--- src/hdl/csi2_rx_cfg.svh ---
`ifndef CSI2_RX_CFG_SVH
`define CSI2_RX_CFG_SVH

// one byte from each lane forms a 16-bit beat
`define CSI2_DATA_LANES     2

// lane delay steps 0..max, then wraps to 0
`define CSI2_MAX_LANE_DELAY 3

// output buffer depth in beats
`define CSI2_OUT_FIFO_DEPTH 16

`endif

--- src/hdl/csi2_pkg.sv ---
package csi2_pkg;

typedef enum logic [5 : 0] {
  CSI2_DT_FS   = 6'h00,
  CSI2_DT_FE   = 6'h01,
  CSI2_DT_LS   = 6'h02,
  CSI2_DT_LE   = 6'h03,
  CSI2_DT_RAW8 = 6'h2A
} csi2_data_type_e;

typedef enum logic [2 : 0] {
  HDR_IDLE,
  HDR_PAIR0,
  HDR_PAIR1,
  HDR_PAYLOAD,
  HDR_FOOTER
} csi2_hdr_state_e;

// parity bit i covers the header bits set in mask i
localparam logic [23 : 0] ECC_MASK [6] = '{
  24'hF12CB7, 24'hF2555B, 24'h749A6D,
  24'hB8E38E, 24'hDF03F0, 24'hEFFC00
};

function automatic logic [7 : 0] csi2_ecc( input logic [23 : 0] hdr );
  logic [7 : 0] ecc;
  ecc = '0;                                    // p7, p6 stay zero
  for( int i = 0; i < 6; i++ )
    ecc[i] = ^( hdr & ECC_MASK[i] );
  return ecc;
endfunction

endpackage

--- src/hdl/video_pkg.sv ---
package video_pkg;

// lane 0 byte in [7:0], lane 1 byte in [15:8]
typedef logic [15 : 0] pixel_word_t;

typedef logic [1 : 0] beat_keep_t;

localparam beat_keep_t KEEP_BOTH = 2'b11;
localparam beat_keep_t KEEP_LO   = 2'b01;      // odd tail of a line

endpackage

--- src/hdl/csi2_lane_deskew.sv ---
`include "csi2_rx_cfg.svh"

module csi2_lane_deskew
(
  input                              ref_clk_i,
  input                              ref_srst_i,
  input  [`CSI2_DATA_LANES - 1 : 0]  btn_i,
  input  [7 : 0]                     lane0_byte_i,
  input  [7 : 0]                     lane1_byte_i,
  input                              lane0_valid_i,
  input                              lane1_valid_i,
  output logic [7 : 0]               pair_lo_o,
  output logic [7 : 0]               pair_hi_o,
  output logic                       pair_valid_o
);

localparam int TAPS  = `CSI2_MAX_LANE_DELAY + 1;
localparam int DLY_W = $clog2( TAPS );

logic [`CSI2_DATA_LANES - 1 : 0] btn_d1;
logic [`CSI2_DATA_LANES - 1 : 0] btn_d2;
logic [`CSI2_DATA_LANES - 1 : 0] btn_d3;
logic [`CSI2_DATA_LANES - 1 : 0] inc_delay;
logic [7 : 0]                    lane_data [`CSI2_DATA_LANES];
logic [`CSI2_DATA_LANES - 1 : 0] lane_valid;
logic [7 : 0]                    tap_data  [`CSI2_DATA_LANES];
logic [`CSI2_DATA_LANES - 1 : 0] tap_valid;

assign lane_data[0] = lane0_byte_i;
assign lane_data[1] = lane1_byte_i;
assign lane_valid   = { lane1_valid_i, lane0_valid_i };

generate
  for( genvar g = 0; g < `CSI2_DATA_LANES; g++ )
    begin : lane
      logic [DLY_W - 1 : 0] dly;
      logic [7 : 0]         data_sr [TAPS];
      logic [TAPS - 1 : 0]  valid_sr;

      always_ff @( posedge ref_clk_i, posedge ref_srst_i )
        if( ref_srst_i )
          begin
            btn_d1[g] <= 1'b0;
            btn_d2[g] <= 1'b0;
            btn_d3[g] <= 1'b0;
          end
        else
          begin
            btn_d1[g] <= btn_i[g];
            btn_d2[g] <= btn_d1[g];
            btn_d3[g] <= btn_d2[g];
          end

      assign inc_delay[g] = btn_d2[g] && !btn_d3[g];    // rising edge only

      always_ff @( posedge ref_clk_i, posedge ref_srst_i )
        if( ref_srst_i )
          dly <= '0;
        else
          if( inc_delay[g] )
            dly <= ( dly == DLY_W'( `CSI2_MAX_LANE_DELAY ) ) ? '0 : dly + 1'b1;

      always_ff @( posedge ref_clk_i, posedge ref_srst_i )
        if( ref_srst_i )
          valid_sr <= '0;
        else
          valid_sr <= { valid_sr[TAPS - 2 : 0], lane_valid[g] };

      always_ff @( posedge ref_clk_i )
        begin
          data_sr[0] <= lane_data[g];
          for( int i = 1; i < TAPS; i++ )
            data_sr[i] <= data_sr[i - 1];
        end

      assign tap_data[g]  = data_sr[dly];                  // tap 0 is one register
      assign tap_valid[g] = valid_sr[dly];
    end
endgenerate

assign pair_lo_o    = tap_data[0];
assign pair_hi_o    = tap_data[1];
assign pair_valid_o = &tap_valid;

endmodule

--- src/hdl/csi2_header_decoder.sv ---
module csi2_header_decoder
(
  input                              ref_clk_i,
  input                              ref_srst_i,
  input  [7 : 0]                     pair_lo_i,
  input  [7 : 0]                     pair_hi_i,
  input                              pair_valid_i,
  output csi2_pkg::csi2_data_type_e  hdr_type_o,
  output logic [1 : 0]               hdr_vc_o,
  output logic                       sof_o,
  output logic                       sol_o,
  output logic                       ecc_err_o,
  output video_pkg::pixel_word_t     pay_data_o,
  output logic                       pay_valid_o,
  output logic                       pay_last_o,
  output logic                       pay_odd_o
);

import csi2_pkg::*;

csi2_hdr_state_e state;
csi2_data_type_e dt;
logic [7 : 0]    di;
logic [7 : 0]    wc_lo;
logic [15 : 0]   wc;
logic [15 : 0]   remain;                       // payload bytes still to come
logic            is_raw8;
logic            first;
logic            hdr_ok;
logic            tail;

assign wc     = { pair_lo_i, wc_lo };
assign hdr_ok = ( csi2_ecc( { wc, di } ) == pair_hi_i );
assign dt     = csi2_data_type_e'( di[5 : 0] );
assign tail   = ( remain <= 16'd2 );

always_ff @( posedge ref_clk_i, posedge ref_srst_i )
  if( ref_srst_i )
    begin
      state       <= HDR_IDLE;
      di          <= '0;
      wc_lo       <= '0;
      remain      <= '0;
      is_raw8     <= 1'b0;
      first       <= 1'b0;
      hdr_type_o  <= CSI2_DT_FS;
      hdr_vc_o    <= '0;
      sof_o       <= 1'b0;
      sol_o       <= 1'b0;
      ecc_err_o   <= 1'b0;
      pay_valid_o <= 1'b0;
      pay_last_o  <= 1'b0;
      pay_odd_o   <= 1'b0;
    end
  else
    begin
      sof_o       <= 1'b0;
      sol_o       <= 1'b0;
      ecc_err_o   <= 1'b0;
      pay_valid_o <= 1'b0;
      pay_last_o  <= 1'b0;
      pay_odd_o   <= 1'b0;
      case( state )
        HDR_IDLE:
          if( !pair_valid_i )                  // wait for the gap between packets
            state <= HDR_PAIR0;
        HDR_PAIR0:
          if( pair_valid_i )
            begin
              di    <= pair_lo_i;
              wc_lo <= pair_hi_i;
              state <= HDR_PAIR1;
            end
        HDR_PAIR1:
          if( !pair_valid_i )
            state <= HDR_PAIR0;
          else if( !hdr_ok )
            begin
              ecc_err_o <= 1'b1;               // drop the rest of the packet
              state     <= HDR_IDLE;
            end
          else
            begin
              hdr_type_o <= dt;
              hdr_vc_o   <= di[7 : 6];
              if( di[5 : 4] == 2'b00 )         // short packet
                begin
                  sof_o <= ( dt == CSI2_DT_FS );
                  state <= HDR_IDLE;
                end
              else
                begin
                  is_raw8 <= ( dt == CSI2_DT_RAW8 );
                  first   <= 1'b1;
                  remain  <= wc;
                  state   <= ( wc == '0 ) ? HDR_FOOTER : HDR_PAYLOAD;
                end
            end
        HDR_PAYLOAD:
          if( !pair_valid_i )
            state <= HDR_PAIR0;
          else
            begin
              pay_valid_o <= is_raw8;
              sol_o       <= is_raw8 && first;
              pay_last_o  <= tail;
              pay_odd_o   <= ( remain == 16'd1 );
              first       <= 1'b0;
              remain      <= tail ? '0 : remain - 16'd2;
              if( tail )
                state <= HDR_FOOTER;
            end
        HDR_FOOTER:
          state <= HDR_IDLE;                   // crc bytes are not checked
        default:
          state <= HDR_IDLE;
      endcase
    end

always_ff @( posedge ref_clk_i )
  if( pair_valid_i )
    pay_data_o <= { pair_hi_i, pair_lo_i };

endmodule

--- src/hdl/csi2_payload_unpack.sv ---
module csi2_payload_unpack
(
  input                              ref_clk_i,
  input                              ref_srst_i,
  input  csi2_pkg::csi2_data_type_e  hdr_type_i,
  input  [1 : 0]                     hdr_vc_i,
  input                              sof_i,
  input                              sol_i,
  input  video_pkg::pixel_word_t     pay_data_i,
  input                              pay_valid_i,
  input                              pay_last_i,
  input                              pay_odd_i,
  output video_pkg::pixel_word_t     beat_data_o,
  output video_pkg::beat_keep_t      beat_keep_o,
  output logic                       beat_user_o,
  output logic                       beat_last_o,
  output logic [1 : 0]               beat_vc_o,
  output logic                       beat_valid_o
);

import csi2_pkg::*;
import video_pkg::*;

logic fs_pending;                              // frame started, no pixel out yet
logic pix_beat;

assign pix_beat = pay_valid_i && ( hdr_type_i == CSI2_DT_RAW8 );

always_ff @( posedge ref_clk_i, posedge ref_srst_i )
  if( ref_srst_i )
    begin
      fs_pending   <= 1'b0;
      beat_valid_o <= 1'b0;
    end
  else
    begin
      beat_valid_o <= pix_beat;
      if( sof_i )
        fs_pending <= 1'b1;
      else if( pix_beat && sol_i )
        fs_pending <= 1'b0;
    end

always_ff @( posedge ref_clk_i )
  if( pix_beat )
    begin
      beat_data_o <= pay_odd_i ? { 8'h00, pay_data_i[7 : 0] } : pay_data_i;  // hi is crc
      beat_keep_o <= pay_odd_i ? KEEP_LO : KEEP_BOTH;
      beat_user_o <= fs_pending && sol_i;
      beat_last_o <= pay_last_i;
      beat_vc_o   <= hdr_vc_i;
    end

endmodule

--- src/hdl/csi2_video_out.sv ---
`include "csi2_rx_cfg.svh"

module csi2_video_out
(
  input                           ref_clk_i,
  input                           ref_srst_i,
  input  video_pkg::pixel_word_t  beat_data_i,
  input  video_pkg::beat_keep_t   beat_keep_i,
  input                           beat_user_i,
  input                           beat_last_i,
  input  [1 : 0]                  beat_vc_i,
  input                           beat_valid_i,
  input                           video_tready_i,
  output video_pkg::pixel_word_t  video_tdata_o,
  output logic                    video_tvalid_o,
  output video_pkg::beat_keep_t   video_tkeep_o,
  output video_pkg::beat_keep_t   video_tstrb_o,
  output logic                    video_tuser_o,
  output logic [1 : 0]            video_tid_o,
  output logic [1 : 0]            video_tdest_o,
  output logic                    video_tlast_o,
  output logic                    overflow_o
);

import video_pkg::*;

localparam int DEPTH = `CSI2_OUT_FIFO_DEPTH;
localparam int AW    = $clog2( DEPTH );

pixel_word_t   data_mem [DEPTH];
beat_keep_t    keep_mem [DEPTH];
logic [3 : 0]  side_mem [DEPTH];               // user, last, vc
logic [AW : 0] wr_ptr;
logic [AW : 0] rd_ptr;
logic          full;
logic          empty;
logic          wr_en;
logic          rd_en;

assign empty = ( wr_ptr == rd_ptr );
assign full  = ( wr_ptr[AW] != rd_ptr[AW] ) && ( wr_ptr[AW - 1 : 0] == rd_ptr[AW - 1 : 0] );
assign wr_en = beat_valid_i && !full;
assign rd_en = video_tvalid_o && video_tready_i;

always_ff @( posedge ref_clk_i, posedge ref_srst_i )
  if( ref_srst_i )
    begin
      wr_ptr     <= '0;
      rd_ptr     <= '0;
      overflow_o <= 1'b0;
    end
  else
    begin
      if( wr_en )
        wr_ptr <= wr_ptr + 1'b1;
      if( rd_en )
        rd_ptr <= rd_ptr + 1'b1;
      if( beat_valid_i && full )
        overflow_o <= 1'b1;                    // held until reset
    end

always_ff @( posedge ref_clk_i )
  if( wr_en )
    begin
      data_mem[wr_ptr[AW - 1 : 0]] <= beat_data_i;
      keep_mem[wr_ptr[AW - 1 : 0]] <= beat_keep_i;
      side_mem[wr_ptr[AW - 1 : 0]] <= { beat_user_i, beat_last_i, beat_vc_i };
    end

assign video_tvalid_o = !empty;
assign video_tdata_o  = data_mem[rd_ptr[AW - 1 : 0]];
assign video_tkeep_o  = keep_mem[rd_ptr[AW - 1 : 0]];
assign video_tstrb_o  = video_tkeep_o;
assign { video_tuser_o, video_tlast_o, video_tid_o } = side_mem[rd_ptr[AW - 1 : 0]];
assign video_tdest_o  = video_tid_o;           // vc on both id and dest

endmodule

--- src/hdl/csi2_rx_wrap.sv ---
`include "csi2_rx_cfg.svh"

module csi2_rx_wrap
(
  input                              ref_clk_i,
  input                              ref_srst_i,
  input  [`CSI2_DATA_LANES - 1 : 0]  btn_i,
  input  [7 : 0]                     lane0_byte_i,
  input  [7 : 0]                     lane1_byte_i,
  input                              lane0_valid_i,
  input                              lane1_valid_i,

  input                              video_tready_i,
  output video_pkg::pixel_word_t     video_tdata_o,
  output                             video_tvalid_o,
  output video_pkg::beat_keep_t      video_tkeep_o,
  output video_pkg::beat_keep_t      video_tstrb_o,
  output                             video_tuser_o,
  output [1 : 0]                     video_tid_o,
  output [1 : 0]                     video_tdest_o,
  output                             video_tlast_o,

  output                             ecc_err_o,
  output                             overflow_o
);

import csi2_pkg::*;
import video_pkg::*;

logic [7 : 0]    pair_lo;
logic [7 : 0]    pair_hi;
logic            pair_valid;
csi2_data_type_e hdr_type;
logic [1 : 0]    hdr_vc;
logic            sof;
logic            sol;
pixel_word_t     pay_data;
logic            pay_valid;
logic            pay_last;
logic            pay_odd;
pixel_word_t     beat_data;
beat_keep_t      beat_keep;
logic            beat_user;
logic            beat_last;
logic [1 : 0]    beat_vc;
logic            beat_valid;

csi2_lane_deskew deskew (
  .ref_clk_i     ( ref_clk_i     ),
  .ref_srst_i    ( ref_srst_i    ),
  .btn_i         ( btn_i         ),
  .lane0_byte_i  ( lane0_byte_i  ),
  .lane1_byte_i  ( lane1_byte_i  ),
  .lane0_valid_i ( lane0_valid_i ),
  .lane1_valid_i ( lane1_valid_i ),
  .pair_lo_o     ( pair_lo       ),
  .pair_hi_o     ( pair_hi       ),
  .pair_valid_o  ( pair_valid    )
);

csi2_header_decoder decoder (
  .ref_clk_i     ( ref_clk_i     ),
  .ref_srst_i    ( ref_srst_i    ),
  .pair_lo_i     ( pair_lo       ),
  .pair_hi_i     ( pair_hi       ),
  .pair_valid_i  ( pair_valid    ),
  .hdr_type_o    ( hdr_type      ),
  .hdr_vc_o      ( hdr_vc        ),
  .sof_o         ( sof           ),
  .sol_o         ( sol           ),
  .ecc_err_o     ( ecc_err_o     ),
  .pay_data_o    ( pay_data      ),
  .pay_valid_o   ( pay_valid     ),
  .pay_last_o    ( pay_last      ),
  .pay_odd_o     ( pay_odd       )
);

csi2_payload_unpack unpack (
  .ref_clk_i     ( ref_clk_i     ),
  .ref_srst_i    ( ref_srst_i    ),
  .hdr_type_i    ( hdr_type      ),
  .hdr_vc_i      ( hdr_vc        ),
  .sof_i         ( sof           ),
  .sol_i         ( sol           ),
  .pay_data_i    ( pay_data      ),
  .pay_valid_i   ( pay_valid     ),
  .pay_last_i    ( pay_last      ),
  .pay_odd_i     ( pay_odd       ),
  .beat_data_o   ( beat_data     ),
  .beat_keep_o   ( beat_keep     ),
  .beat_user_o   ( beat_user     ),
  .beat_last_o   ( beat_last     ),
  .beat_vc_o     ( beat_vc       ),
  .beat_valid_o  ( beat_valid    )
);

csi2_video_out video_out (
  .ref_clk_i      ( ref_clk_i      ),
  .ref_srst_i     ( ref_srst_i     ),
  .beat_data_i    ( beat_data      ),
  .beat_keep_i    ( beat_keep      ),
  .beat_user_i    ( beat_user      ),
  .beat_last_i    ( beat_last      ),
  .beat_vc_i      ( beat_vc        ),
  .beat_valid_i   ( beat_valid     ),
  .video_tready_i ( video_tready_i ),
  .video_tdata_o  ( video_tdata_o  ),
  .video_tvalid_o ( video_tvalid_o ),
  .video_tkeep_o  ( video_tkeep_o  ),
  .video_tstrb_o  ( video_tstrb_o  ),
  .video_tuser_o  ( video_tuser_o  ),
  .video_tid_o    ( video_tid_o    ),
  .video_tdest_o  ( video_tdest_o  ),
  .video_tlast_o  ( video_tlast_o  ),
  .overflow_o     ( overflow_o     )
);

endmodule

--- config.mk ---
export PLATFORM = sky130hd
export DESIGN_NAME = csi2_rx_wrap
export DESIGN_NICKNAME = d
export VERILOG_FILES = /design/src/hdl/csi2_pkg.sv /design/src/hdl/video_pkg.sv /design/src/hdl/csi2_lane_deskew.sv /design/src/hdl/csi2_header_decoder.sv /design/src/hdl/csi2_payload_unpack.sv /design/src/hdl/csi2_video_out.sv /design/src/hdl/csi2_rx_wrap.sv
export VERILOG_INCLUDE_DIRS = /design/src /design/src/hdl
export SDC_FILE = /design/constraint.sdc
export NUM_CORES = 1
export LEC_CHECK = 0
export BUFFER_PORTS_ARGS = -buffer_cell sky130_fd_sc_hd__buf_2
export CORE_MARGIN = 5
export CORE_UTILIZATION = 40
export DETAILED_ROUTE_END_ITERATION = 16
export SLEW_MARGIN = 20
export SYNTH_ARGS = -nofsm -noshare
export SYNTH_HDL_FRONTEND = slang
export SYNTH_HIERARCHICAL = 1
export SYNTH_SLANG_ARGS = --single-unit
--- constraint.sdc ---
create_clock -name ref_clk_i -period 3.8 [get_ports ref_clk_i]
set_input_delay 0.57 -clock ref_clk_i [delete_from_list [all_inputs] [get_ports ref_clk_i]]
set_output_delay 0.57 -clock ref_clk_i [all_outputs]
set_load 0.1 [all_outputs]
==> flow_summary.toml, run 1 <==
[run_status]
status = "finished clean"

[clocking]
insertion_delay_ns = 0.59
numCtsBuffers = 52
h-tree-depth = 2
root_buffer = "clkbuf_16"
clk_pin_slew_ns = 0.07
numClockSinks = 535
cts.path.max_buffers = 3
post-cts-setup-buffers = 0
cts_tree = "built"

[timing]
skew_ns = 0.01237
relSlewSlack = 0.3908
period_minus_slack_ns = 3.526
setup_viol_count_final = 0
slew_viol_final = 0
worst_pin_slew_ns = 0.9138
fin_crit_sh = 0.9280
max_freq_mhz = 283.6
hold_viol = 0

[placed_design]
gp_congestion = 0.8152
place_hpwl_mm = 25.17
dp.cells = 1835
io_buffers = 51

[power]
power_leakage_nw = 8.182
ir_drop_v = 0.0005134
powerDensity_mw_per_mm2 = 635.7

[detailed_routing]
via_count = 10239
drc_errors = 0
wl_per_cell_um = 22.11
drt_iter0_drc = 628
dr.pass1.iters = 4
viasPerCell = 5.302
wl_mm = 42.70
ant_nets = 0

[critical_path]
worstReg2RegEnd = "decoder/remain[6]"
cp.arrival_ns = 4.00
worstSetupPathType = "reg2reg"
r2r_start = "deskew/lane[0].dly[0]"
cp_max_fo = 16
cp-start-kind = "flop"
rr_worst_depth = 11
ff2ff_setup_slack_ns = 0.27
endpoint_kind = "flop"
required_ns = 4.27

[global_routing]
gr-total-overflow = 0
grt_pass1_wl_mm = 65.86
antenna_found_initial = 1
grt_pass1_vias = 10637
grt.total_usage = 0.1527
grt_max_degree = 52

[worst_hold_path]
holdPathStages = 1
hold_class = "in2reg"
holdCritStartpoint = "lane0_byte_i[1]"
hold_end = "deskew/lane[0].data_sr[0][1]"

[yosys]
async_reset_ff_frac = 0.1533
syn_nets = 1163
ys_ff_latch = 535
ys_seq_area_frac = 0.7257
synth_ff_type = "edfxtp_1"
yosysWarnings = 6
yosys.area.top_type = "edfxtp_1"
synth_top_area_frac = 0.5646
synth_area_mm2 = 0.02069
yosysMostFrequentCell = "edfxtp_1"
avgSynthCellArea_um2 = 18.51
netlist_top_cells_area = "edfxtp_1, dfrtp_1, mux4_2"
synthCells = 1118
yosys-top-cells-count = "edfxtp_1, mux4_2, dfrtp_1"
synthDistinctLibCells = 58
synth-edff-count = 389

[finish]
layout-drive-gt1-share = 0.2462
fillers = 4368
areaGrowthSynthToFinish_pct = 14.94
nNetsFinal = 1255
ff_latch_area_mm2 = 0.01502
final_cells = 1931
multi_input_area_mm2 = 0.005268
antennaDiodeCount = 0
post-route-util = 0.4635

[floorplan]
ios = 52
start_util = 0.4033
core_area_mm2 = 0.05130
dieHeight_um = 237.4
rows = 83
die_w_um = 237.4
die_area_mm2 = 0.05637

[job]
drv_cap = 0
==> final cells by class <==
class,count,share of cell area
Timing Repair Buffer,95,0.03704
Clock inverter,29,0.009103
Inverter,32,0.005104
Clock buffer,66,0.05962
Multi-Input combinational cell,494,0.2215
Tap cell,680,0.03578
Sequential cell,535,0.6318
==> worst max path at each step <==
stage                     cells after the start                        to                   from  slack [ns]
final                                        11         decoder/remain[6]  deskew/lane[0].dly[0]        0.27
after global routing                         10          decoder/state[2]  deskew/lane[0].dly[0]       -0.03
after CTS                                    10       decoder/hdr_vc_o[0]  deskew/lane[0].dly[0]        0.08
after detailed placement                     10       decoder/hdr_vc_o[0]  deskew/lane[0].dly[0]         0.1
after global placement                       10     decoder/hdr_type_o[4]  deskew/lane[0].dly[0]        0.14
after floorplan                               6  video_out/data_mem[0][0]    video_out/rd_ptr[1]        0.14
==> where the power goes <==
group | internal (mW) | total, mW | switching, mW
clock network | 2.79 | 4.93 | 2.14
registers | 6.59 | 6.93 | 0.334
logic | 1.68 | 3.26 | 1.58
==> critical path, cell delays in order (launching register included) <==
cell	delay (ns)
dfrtp_2	0.49
mux4_1	0.62
inv_1	0.08
ha_1	0.24
xnor3_1	0.42
xnor2_1	0.20
xor2_1	0.17
nand4_1	0.19
nor4b_4	0.37
buf_4	0.28
o22ai_1	0.10
a22o_1	0.26
==> cell usage in the layout, fill, tap and decap left out, types with 4 or more instances in the layout <==
master and count:
clkbuf_16 54, buf_12 20, nor3_1 9, ha_1 22, nor3_2 8, xnor3_1 8
mux2_2 17, buf_4 40, buf_2 34, dfrtp_1 78, xor2_1 7, nand2b_1 8
edfxtp_1 389, and3_1 4, mux4_1 18, nor2_2 6, nor2b_1 15, o22ai_1 48
nand4_1 6, nand2_1 44, o31ai_1 5, mux4_2 88, xnor2_1 36, clkinv_1 8
clkinv_2 13, nand3_1 5, inv_1 31, or3_1 6, o21ai_1 6, nor2_1 36
a22o_1 14, dfxtp_1 64, clkbuf_1 9, o21ai_0 36
==> through the flow <==
step                TNS [ns]  instance area [um^2]  worst slack (ns)  power [mW]  hold WS (ns)
finish                     0                 23780            0.2736       15.12       0.08824
global route        -0.02830                 23780          -0.02830       15.83       0.05408
CTS                        0                 23770           0.07826       15.26       0.04760
detailed placement         0                 22120           0.09568       10.32        0.3293
global placement           0                 22120            0.1436       10.25        0.3257
floorplan                  0                 20690            0.1437       9.558        0.3112
==> registers in the layout, indices dropped and copies added (netlist names), 16 cells and up <==
register / flops
video_out/data_mem: 256
deskew/lane.data_sr: 64
video_out/side_mem: 64
video_out/keep_mem: 32
decoder/pay_data_o: 16
decoder/remain: 16
unpack/beat_data_o: 16
==> metal layers <==
metal | up-vias | part of all wire | track usage
met2 | 219 | 0.51 | 0.2630
met4 | 0 | 0.024 | 0.04146
met1 | 5365 | 0.42 | 0.2047
li1 | 4577 | - | -
met3 | 78 | 0.042 | 0.02286
met5 | - | 0 | 0
==> cell families (layout without fill, tap and decap cells) <==
logic type / Yosys count / after routing / share of synthesized area
buf+inv: 89 / 222 / 0.02353
mux: 125 / 125 / 0.1290
xor+xnor: 52 / 52 / 0.02770
fa+ha+maj: 22 / 22 / 0.01330
other cells: 1 / 1 / 0.0001813
flops: 535 / 535 / 0.7257
simple gates: 168 / 168 / 0.04064
compound gates: 126 / 126 / 0.03992
==> what timing repair did <==
item                                    CTS  global route
endpoints found under the setup margin    0            22
hold buffers                              1             0
resized for setup                         0             4
hold endpoints to repair                  2             0
Power figures use the tool's default switching activity.
==> run 2, diff against run 1 <==
- BUFFER_PORTS_ARGS: -buffer_cell sky130_fd_sc_hd__buf_2 -> -buffer_cell sky130_fd_sc_hd__buf_4
- SLEW_MARGIN: 20 -> 40
==> run 2 against run 1 <==
Effect of this change:
- count of clock-buffer cells in the layout up 7
- sequential power barely moved
- fmax grew 0.82%
- hold slack got worse by 0.022 ns
- die area did not move
- critical path depth shrank 1
- cell area is 0.52% lower
- cell count grew 0.21%
- combinational power about the same
- global-route usage is 0.070 points lower
==> flow_summary.toml, run 2 (synthesis results as in run 1) <==
[critical_path]
r2r_start = "deskew/lane[0].dly[0]"
cp-start-kind = "flop"
rr_worst_depth = 10
required_ns = 4.28
worstReg2RegEnd = "decoder/hdr_type_o[2]"
endpoint_kind = "flop"
worstSetupPathType = "reg2reg"
setup.worst_path.start = "deskew/lane[0].dly[0]"
crit_end = "decoder/hdr_type_o[2]"
ff2ff_setup_slack_ns = 0.30
cp.arrival_ns = 3.98
cp_max_fo = 9

[clocking]
cts.path.max_buffers = 3
h-tree-depth = 2
insertion_delay_ns = 0.61
numCtsBuffers = 53
numClockSinks = 535
root_buffer = "clkbuf_16"
cts_tree = "built"
clk_pin_slew_ns = 0.06

[timing]
setup_viol_count_final = 0
hold_viol = 0
skew_ns = 0.02448
max_freq_mhz = 285.9
relSlewSlack = 0.4580
rsz0062_at_grt = "false"
period_minus_slack_ns = 3.498
fin_crit_sh = 0.9205
final.setup.tns_ns = 0
slew_viol_final = 0
worst_pin_slew_ns = 0.8110

[floorplan]
start_util = 0.4033
die_w_um = 237.4
ios = 52
core_area_mm2 = 0.05130
rows = 83
dieHeight_um = 237.4
die_area_mm2 = 0.05637

[run_status]
status = "finished clean"

[global_routing]
grt_pass1_vias = 10476
grt.total_usage = 0.1520
gr-total-overflow = 0
grt_max_degree = 52
antenna_found_initial = 0
grt_pass1_wl_mm = 64.96

[power]
ir_drop_v = 0.0006260
powerDensity_mw_per_mm2 = 639.4
power_leakage_nw = 8.134

[placed_design]
io_buffers = 51
place_hpwl_mm = 25.17
gp_congestion = 0.8240

[detailed_routing]
wl_mm = 42.91
wl_per_cell_um = 22.18
viasPerCell = 5.282
dr.pass1.iters = 5
ant_nets = 0
drt_iter0_drc = 609
drc_errors = 0
via_count = 10220

[finish]
nNetsFinal = 1258
areaGrowthSynthToFinish_pct = 14.35
post-route-util = 0.4611
final_cell_mix = "edfxtp_1, buf_4, mux4_2"
layout-drive-gt1-share = 0.2486
largest_reg_flops = 256
antennaDiodeCount = 0
final_common_cell = "edfxtp_1"

[job]
drv_cap = 0

[worst_hold_path]
hold_class = "in2reg"
==> run 2: through the flow <==
stage	hold slack, ns	power, mW	cells	setup WS, ns	area [um^2]
finish	0.06608	15.13	1935	0.3022	23660
global route	0.03705	15.84	1935	0.01631	23660
CTS	0.02597	15.26	1934	0.1048	23650
detailed placement	0.3310	10.32	1836	0.01433	21990
global placement	0.3242	10.27	1836	0.1398	21990
floorplan	0.3112	9.558	1118	0.1437	20690
==> run 2: layout make-up <==
| class | instances | area, um^2 |
|---|---|---|
| clock buffers | 73 | 1468 |
| multi-input cells | 494 | 5261 |
| repair buffers | 97 | 755.7 |
| flip-flops and latches | 535 | 15020 |
| inverters | 32 | 122.6 |
| well taps | 680 | 850.8 |
| clock inverters | 24 | 173.9 |
| fillers | 4409 | 27650 |
==> run 2: worst min-delay path by stage <==
| stage | startpoint | endpoint | cells after the start |
|---|---|---|---|
| after global placement | deskew/lane[1].data_sr[1][0] | deskew/lane[1].data_sr[2][0] | 0 |
| final | lane1_byte_i[6] | deskew/lane[1].data_sr[0][6] | 1 |
| after CTS | lane1_byte_i[6] | deskew/lane[1].data_sr[0][6] | 1 |
| after floorplan | ref_srst_i | unpack/beat_valid_o | 1 |
| after detailed placement | deskew/lane[1].data_sr[1][3] | deskew/lane[1].data_sr[2][3] | 0 |
| after global routing | lane1_byte_i[6] | deskew/lane[1].data_sr[0][6] | 1 |
==> run 2: where the power goes <==
part,internal [mW],total [mW],switching [mW]
clock network,2.73,4.91,2.19
registers,6.59,6.93,0.337
logic,1.69,3.28,1.59
total,11.0,15.1,4.11
==> run 2: worst max-delay path, stage by stage (launching register included) <==
cell and delay [ns]:
dfrtp_2 0.45, mux4_1 0.60, inv_1 0.08, ha_1 0.25, xnor3_1 0.42, xnor2_1 0.22
xor2_1 0.17, nand4_1 0.19, nor3_2 0.42, nand2_2 0.24, mux2_2 0.32
==> run 2: metal layers <==
metal  wire length (um)  track usage
met4                821      0.03988
met2              22080       0.2646
met3               1892      0.02518
met1              18120       0.2003
met5                  0            0
==> run 2: repair_timing <==
action / CTS / global route
pin swaps: 0 / 0
hold buffers: 1 / 0
endpoints found under the hold margin: 2 / 0
setup buffers: 0 / 1
setup endpoints to repair: 8 / 10
resized for setup: 1 / 1
